--- config.mk ---
export PLATFORM = sky130hd
export DESIGN_NAME = stream_fifo
export DESIGN_NICKNAME = d
export VERILOG_FILES = /design/src/verilog/stream_fifo.sv
export SDC_FILE = /design/constraint.sdc
export NUM_CORES = 1
export LEC_CHECK = 0
export BUFFER_PORTS_ARGS = -buffer_cell sky130_fd_sc_hd__buf_2
export CORE_MARGIN = 4
export CORE_UTILIZATION = 54
export DETAILED_ROUTE_END_ITERATION = 10
export PLACE_DENSITY = 0.76
export SYNTH_ARGS = -nofsm -noshare
export SYNTH_HDL_FRONTEND = slang
export SYNTH_SLANG_ARGS = --single-unit
--- constraint.sdc ---
create_clock -name aclk -period 5.8 [get_ports aclk]
set_input_delay 0.29 -clock aclk [delete_from_list [all_inputs] [get_ports aclk]]
set_output_delay 0.29 -clock aclk [all_outputs]
set_load 0.02 [all_outputs]
--- src/verilog/stream_fifo.sv ---
`timescale 1ns/1ps

module stream_fifo #(
  parameter type T = logic [7:0],
  parameter int DEPTH = 4
) (
  input  logic aclk,
  input  logic rst_n,
  input  logic in_valid,
  output logic in_ready,
  input  T     in_data,
  output logic out_valid,
  input  logic out_ready,
  output T     out_data
);

  localparam int PTR_W = (DEPTH > 1) ? $clog2(DEPTH) : 1;
  localparam int CNT_W = $clog2(DEPTH + 1);

  T mem [DEPTH];
  logic [PTR_W-1:0] wr_ptr;
  logic [PTR_W-1:0] rd_ptr;
  logic [CNT_W-1:0] count;
  logic [CNT_W-1:0] count_next;
  logic push;
  logic pop;

  function automatic logic [PTR_W-1:0] next_ptr(logic [PTR_W-1:0] p);
    return (p == PTR_W'(DEPTH - 1)) ? '0 : p + 1'b1;
  endfunction

  assign push = in_valid && in_ready;
  assign pop = out_valid && out_ready;
  assign out_valid = (count != '0);
  assign out_data = mem[rd_ptr]; // Head is visible the cycle after a push
  assign count_next = count + CNT_W'(push) - CNT_W'(pop);

  always_ff @(posedge aclk) begin
    if (!rst_n) begin
      wr_ptr <= '0;
      rd_ptr <= '0;
      count <= '0;
      in_ready <= 1'b0;
    end else begin
      if (push) wr_ptr <= next_ptr(wr_ptr);
      if (pop) rd_ptr <= next_ptr(rd_ptr);
      count <= count_next;
      in_ready <= (count_next != CNT_W'(DEPTH)); // Registered full flag
    end
  end

  always_ff @(posedge aclk) begin
    if (push) mem[wr_ptr] <= in_data;
  end

  // Registered ready must track the count so a full buffer never takes a push
  a_no_push_full: assert property (@(posedge aclk) disable iff (!rst_n)
    push |-> (count != CNT_W'(DEPTH)));

endmodule

==> results of run 1 <==
-- per-layer routing --
layer / track usage, % / part of all wire [%] / vias up
li1: - / - / 401
met3: 7.706 / 6.6 / 2
met2: 23.34 / 51 / 25
met4: 4.852 / 0.77 / 0
met1: 16.27 / 41 / 414
met5: 0 / 0 / -
-- layout make-up --
type / count / area share (%)
repair buffers: 21 / 5.596
well taps: 31 / 2.065
flip-flops and latches: 42 / 61.83
clock buffers: 6 / 2.199
inverters: 5 / 0.9993
clock inverters: 2 / 1.999
multi-input cells: 41 / 25.32
-- logic make-up (layout without fill, tap and decap cells) --
group | Yosys count | in the layout
AO/OA/AOI/OAI | 6 | 6
XOR/XNOR | 1 | 1
adder cells (fa/ha/maj) | 8 | 8
buffers and inverters | 8 | 34
flip-flops | 42 | 42
multiplexers | 10 | 10
AND/OR/NAND/NOR | 16 | 16
-- cells in the mapped netlist --
library cell / n / share of area (%)
nor2_1: 1 / 0.22
a21boi_0: 2 / 0.89
and3_1: 5 / 1.9
or3b_1: 1 / 0.52
inv_1: 5 / 1.1
o31a_2: 1 / 0.60
mux2i_1: 2 / 1.2
a21boi_1: 1 / 0.45
and4bb_2: 1 / 0.75
clkbuf_2: 1 / 0.30
buf_6: 1 / 0.67
and2_1: 3 / 1.1
buf_4: 1 / 0.45
edfxtp_1: 32 / 57
nand2_1: 4 / 0.89
ha_1: 7 / 5.2
xnor3_1: 1 / 1.3
or3_2: 1 / 0.45
dfxtp_1: 10 / 12
fa_1: 1 / 1.2
mux4_2: 8 / 11
o21a_1: 2 / 0.89
-- metrics by stage --
step,cell area (µm²),total power (W),util (%)
global placement,1799,0.0006337,63.07
CTS,1878,0.0008255,65.83
finish,1878,0.0008152,65.83
detailed placement,1799,0.0006487,63.07
floorplan,1679,0.0005828,-
global route,1878,0.0008708,65.83
-- power by group --
part | leakage, nW | switching (W) | total (W) | internal, W
logic | 0.295 | 0.000117 | 0.000234 | 0.000117
clock network | 0.0385 | 0.0000874 | 0.000178 | 0.0000910
registers | 0.372 | 0.0000385 | 0.000403 | 0.000364
total | 0.706 | 0.000243 | 0.000815 | 0.000573
-- registers in the layout (all words and copies together), names as in the netlist, named ones only --
register,count
count,3
in_ready,1
mem,32
rd_ptr,2
wr_ptr,2
-- worst register-to-register path, cell delays in order, from the launching register on --
cell and delay, ps:
dfxtp_1 350, o31a_2 400, ha_1 290, inv_1 50, ha_1 180, fa_1 380
xnor3_1 210, and2_1 170
-- worst min-delay path by stage --
stage                                      start                endpoint  slack [ps]  depth (start not counted)
after floorplan                       in_data[0]     mem[0][0]$_DFFE_PP_         390                          0
after global placement    rd_ptr[0]$_SDFFE_PN0N_  rd_ptr[0]$_SDFFE_PN0N_         490                          2
final                                 in_data[5]     mem[2][5]$_DFFE_PP_         160                          1
after CTS                             in_data[5]     mem[0][5]$_DFFE_PP_         140                          1
after detailed placement  rd_ptr[0]$_SDFFE_PN0N_  rd_ptr[0]$_SDFFE_PN0N_         500                          2
after global routing                  in_data[5]     mem[0][5]$_DFFE_PP_         130                          1
==> run_results.csv, run 1 <==
group,metric,value,unit
outcome,outcome,"completed",
routing,routed_wl,2.483,mm
logic_synthesis,ys_ff_latch,42,
hold_path,worstHoldPathType,"in -> reg",
timing,fin_tns_setup,0,ps
logic_synthesis,synth_xor_area_share,1.341,%
setup_path,crit_chain,"o31a_2 > ha_1 > inv_1 > ha_1 > fa_1 > xnor3_1 > and2_1",
setup_path,cp.buffers_inverters,1,
floorplan,die_area,4065,µm²
routing,drtAntennaViolNets,0,
global_route,grt_max_degree,14,
placement,placed_cells,140,
clock_network,clockBufferDepth,2,
global_route,antenna_found_initial,0,
clock_network,htreeDepth,2,
timing,setup_violations,0,
placement,place_congestion,0.6735,
setup_path,reg2reg_to,"count[2]$_SDFF_PN0_",
setup_path,cpPeakStageDelay,390,ps
cells_and_area,register_area,1161,µm²
clock_network,clk_latency,330,ps
clock_network,numCtsBuffers,5,
clock_network,cts_hold_buffers,0,
timing,rsz0062_at_grt,"no",
pwr,ir_worst_vdd,0.2893,mV
timing,hold_slack,157.4,ps
pwr,power.density,434.1,nW/µm²
global_route,overflow,0,
clock_network,cts_resized,0,
clock_network,cts_root_buf,"clkbuf_4",
logic_synthesis,synth_top_family_by_area,"multiplexers",
cells_and_area,drive_gt1_share,33.33,%
logic_synthesis,synth_area,1679,µm²
routing,viasPerCell,5.689,
setup_path,r2r_start,"count[1]$_SDFF_PN0_",
clock_network,cts_tree,"done",
cells_and_area,antenna_cells,0,
logic_synthesis,yosys.area_share.simple,5.812,%
timing,finalCriticalPeriod,2117,ps
cells_and_area,final_common_cell,"edfxtp_1",
placement,port_buffers,21,
logic_synthesis,synth.area.mux_share,11.92,%
logic_synthesis,synthCells,91,
cells_and_area,layout_common_cells,"edfxtp_1 (32), buf_2 (21), dfxtp_1 (10)",
setup_path,crit_fanout,4,
timing,max_freq,0.4723,GHz
routing,vias,842,
setup_path,r2r_slack,3680,ps
floorplan,core,2853,µm²
floorplan,ios,22,
setup_path,path_depth,7,
setup_path,crit_type,"reg -> reg",
logic_synthesis,yosysUniqueCellTypes,22,
timing,hold_viol,0,
setup_path,reg2reg_depth,7,
setup_path,critPathCaptureType,"flip-flop",
routing,drt_iter0_drc,19,
cells_and_area,fillers,197,
flow_run,maxCapViolCount,0,
logic_synthesis,synthesis.nets,111,
floorplan,core.rowCount,19,
timing,post-route-period-util,36.50,%
cells_and_area,syn2layout_area_growth,11.85,%
timing,fin_skew,4.591,ps
pwr,leakagePower,0.7061,nW
floorplan,initial_core_util,58.86,%
floorplan,die_h,63.76,µm
cells_and_area,final_nets,136,
placement,pre_cts_slack,3685,ps
logic_synthesis,ys_warn_count,0,
cells_and_area,finalNonFillerCells,148,
clock_network,clkTransAtPathRegs,120,ps
setup_path,start_kind,"flip-flop",
setup_path,crit_family,"adder cells",
global_route,grt_pass1_vias,887,
routing,wl_per_cell,16.78,µm
setup_path,crit_path_end,"count[2]$_SDFF_PN0_",
clock_network,clock_sinks,42,
logic_synthesis,synth_fa_ha_area_share,6.408,%
timing,tightest_slew,522.6,ps
placement,hpwl,1.815,mm
routing,drtPass1Iterations,4,
setup_path,worstSetupStartpoint,"count[1]$_SDFF_PN0_",
logic_synthesis,synth-compound-area-share,2.832,%
timing,final.setup.worst_slack,3683,ps
timing,maxSlewHeadroom,65.11,%
routing,drc,0,
setup_path,crit_top_cell,"ha_1",
timing,maxSlewViolCount,0,
global_route,track_usage,14.37,%
floorplan,die_w,63.76,µm
setup_path,worstPathRequired,6040,ps
setup_path,critPathSlowestCell,"o31a_2",
clock_network,cts_setup_buffers,0,
logic_synthesis,avgSynthCellArea,18.45,µm²
logic_synthesis,ys_seq_area_share,69.15,%
setup_path,critPathArrivalTime,2360,ps
global_route,grt_first_pass_wirelength,4.188,mm
cells_and_area,multi_input_area,475.5,µm²
Note: power is estimated with default switching activity, not from simulation.
==> inputs of run 2 (changes only) <==
clock period = 2.05 ns   (was 5.8 ns; I/O delays follow)
==> run 2 against run 1 <==
Net effect:
- sequential power rose to 2.8 times the previous value
- largest power group unchanged
- design area increased by 4.3%
- worst setup slack lost 3600 ps
- clock skew up 5.6 ps
- highest routed layer unchanged
- count of clock-buffer cells in the layout is 1 higher
- worst hold slack lost 100 ps
- first-iteration DRC count fell by 11%
- maximum frequency up 6.6%
- sequential share of layout area down 2.5 points
==> run_results.csv, run 2 (synthesized netlist as in run 1, its figures left out) <==
group,metric,value,unit
global_route,grt_pass1_vias,908,
flow_run,maxCapViolCount,0,
routing,wl_per_cell,15.99,µm
routing,drt_iter0_drc,17,
hold_path,hold_path_end,"wr_ptr[1]$_SDFFE_PN0P_",
global_route,antenna_found_initial,0,
setup_path,reg2reg_depth,7,
timing,maxSlewHeadroom,71.59,%
timing,finalCriticalPeriod,1987,ps
clock_network,clockBufferDepth,2,
hold_path,worstHoldPathType,"in -> reg",
timing,post-route-period-util,96.92,%
placement,pre_cts_slack,32.88,ps
cells_and_area,regMostFlops,"mem",
clock_network,clkTransAtPathRegs,110,ps
clock_network,cts_tree,"done",
setup_path,start_kind,"flip-flop",
floorplan,core.rowCount,19,
placement,place_congestion,0.6868,
routing,drc,0,
floorplan,core,2853,µm²
floorplan,initial_core_util,58.86,%
global_route,track_usage,14.66,%
floorplan,die_area,4065,µm²
cells_and_area,fin_util,68.64,%
setup_path,worstSetupStartpoint,"count[1]$_SDFF_PN0_",
clock_network,cts_root_buf,"clkbuf_4",
clock_network,clock_sinks,42,
setup_path,critPathCaptureType,"flip-flop",
floorplan,die_h,63.76,µm
timing,rsz0062_at_grt,"no",
timing,max_freq,0.5033,GHz
cells_and_area,finalInstanceArea,1958,µm²
clock_network,cts_setup_buffers,0,
routing,routed_wl,2.526,mm
global_route,grt_max_degree,13,
cells_and_area,final_nets,146,
routing,viasPerCell,5.462,
clock_network,htreeDepth,2,
timing,maxSlewViolCount,0,
clock_network,numCtsBuffers,5,
cells_and_area,top_regs,"mem: 32 flops, count: 3 flops",
hold_path,min_from,"rst_n",
placement,port_buffers,21,
setup_path,critPathArrivalTime,2240,ps
pwr,ir_worst_vdd,0.8115,mV
cells_and_area,syn2layout_area_growth,16.62,%
routing,drtPass1Iterations,4,
floorplan,ios,22,
routing,drtAntennaViolNets,0,
pwr,leakagePower,0.7462,nW
hold_path,holdPathStages,2,
cells_and_area,drive_gt1_share,33.86,%
timing,fin_tns_setup,0,ps
cells_and_area,final_common_cell,"edfxtp_1",
cells_and_area,largest_register_ffs,32,
routing,vias,863,
cells_and_area,fillers,189,
timing,tightest_slew,426.2,ps
setup_path,crit_type,"reg -> reg",
timing,fin_skew,10.15,ps
timing,setup_violations,0,
pwr,power,0.002243,W
pwr,power.density,1146,nW/µm²
timing,hold_viol,0,
setup_path,reg2reg_to,"count[2]$_SDFF_PN0_",
global_route,overflow,0,
setup_path,worstPathRequired,2300,ps
global_route,grt_first_pass_wirelength,4.278,mm
timing,final.setup.worst_slack,63.16,ps
placement,dpl_cell_area,1814,µm²
placement,hpwl,1.793,mm
clock_network,clk_latency,340,ps
setup_path,r2r_slack,60,ps
outcome,outcome,"completed",
floorplan,die_w,63.76,µm
setup_path,r2r_start,"count[1]$_SDFF_PN0_",
cells_and_area,antenna_cells,0,
cells_and_area,layout_common_cells,"edfxtp_1 (32), buf_2 (21), dfxtp_1 (9)",
setup_path,crit_fanout,4,
[run 2: where the power goes]
group	switching, W	total, W	internal, W
Combinational	0.000355	0.000720	0.000365
Sequential	0.0000878	0.00112	0.00103
Clock	0.000236	0.000403	0.000166
[run 2: how the worst max path moves through the flow]
stage                                     end  slack, ps  cells past startpoint
after global routing      in_ready$_SDFF_PN0_          8                      7
after global placement    count[2]$_SDFF_PN0_        100                      7
after CTS                 count[2]$_SDFF_PN0_         20                      7
after floorplan           count[2]$_SDFF_PN0_         80                      7
after detailed placement  count[2]$_SDFF_PN0_         30                      7
final                     count[2]$_SDFF_PN0_         60                      7
[run 2: timing repair]
item | 4_1_cts | 5_1_grt
setup endpoints to repair | 0 | 2
hold buffers | 8 | 0
endpoints found under the hold margin | 32 | 0
gates resized for setup | 0 | 2
[run 2: final cells by class]
class | count | area, µm² | share of cell area (%)
inverter | 5 | 18.77 | 0.9585
timing repair buffer | 31 | 200.2 | 10.22
clock buffer | 7 | 55.05 | 2.811
tap | 31 | 38.79 | 1.981
clock inverter | 1 | 5.005 | 0.2556
multi-input combinational | 41 | 478.0 | 24.41
sequential | 42 | 1162 | 59.36
[run 2: worst max-delay path, stage by stage, from the launching register on]
cell	delay [ps]
dfxtp_2	350
o31a_2	350
ha_1	280
inv_1	40
ha_1	190
fa_2	340
xnor3_1	190
and2_1	160
[run 2: layer usage]
layer / track usage, % / up-vias / routed length (µm)
met2: 25.68 / 21 / 1329
met1: 15.65 / 415 / 1023
met5: 0 / - / 0
li1: - / 419 / -
met3: 4.203 / 8 / 99
met4: 8.895 / 0 / 74
[run 2: stage by stage]
| stage | std cells | hold slack (ps) |
|---|---|---|
| 3_5_place_dp | 142 | 325.4 |
| 5_1_grt | 158 | 41.06 |
| 6_report | 158 | 52.99 |
| 2_1_floorplan | 91 | 201.4 |
| 3_3_place_gp | 142 | 313.1 |
| 4_1_cts | 158 | 39.41 |
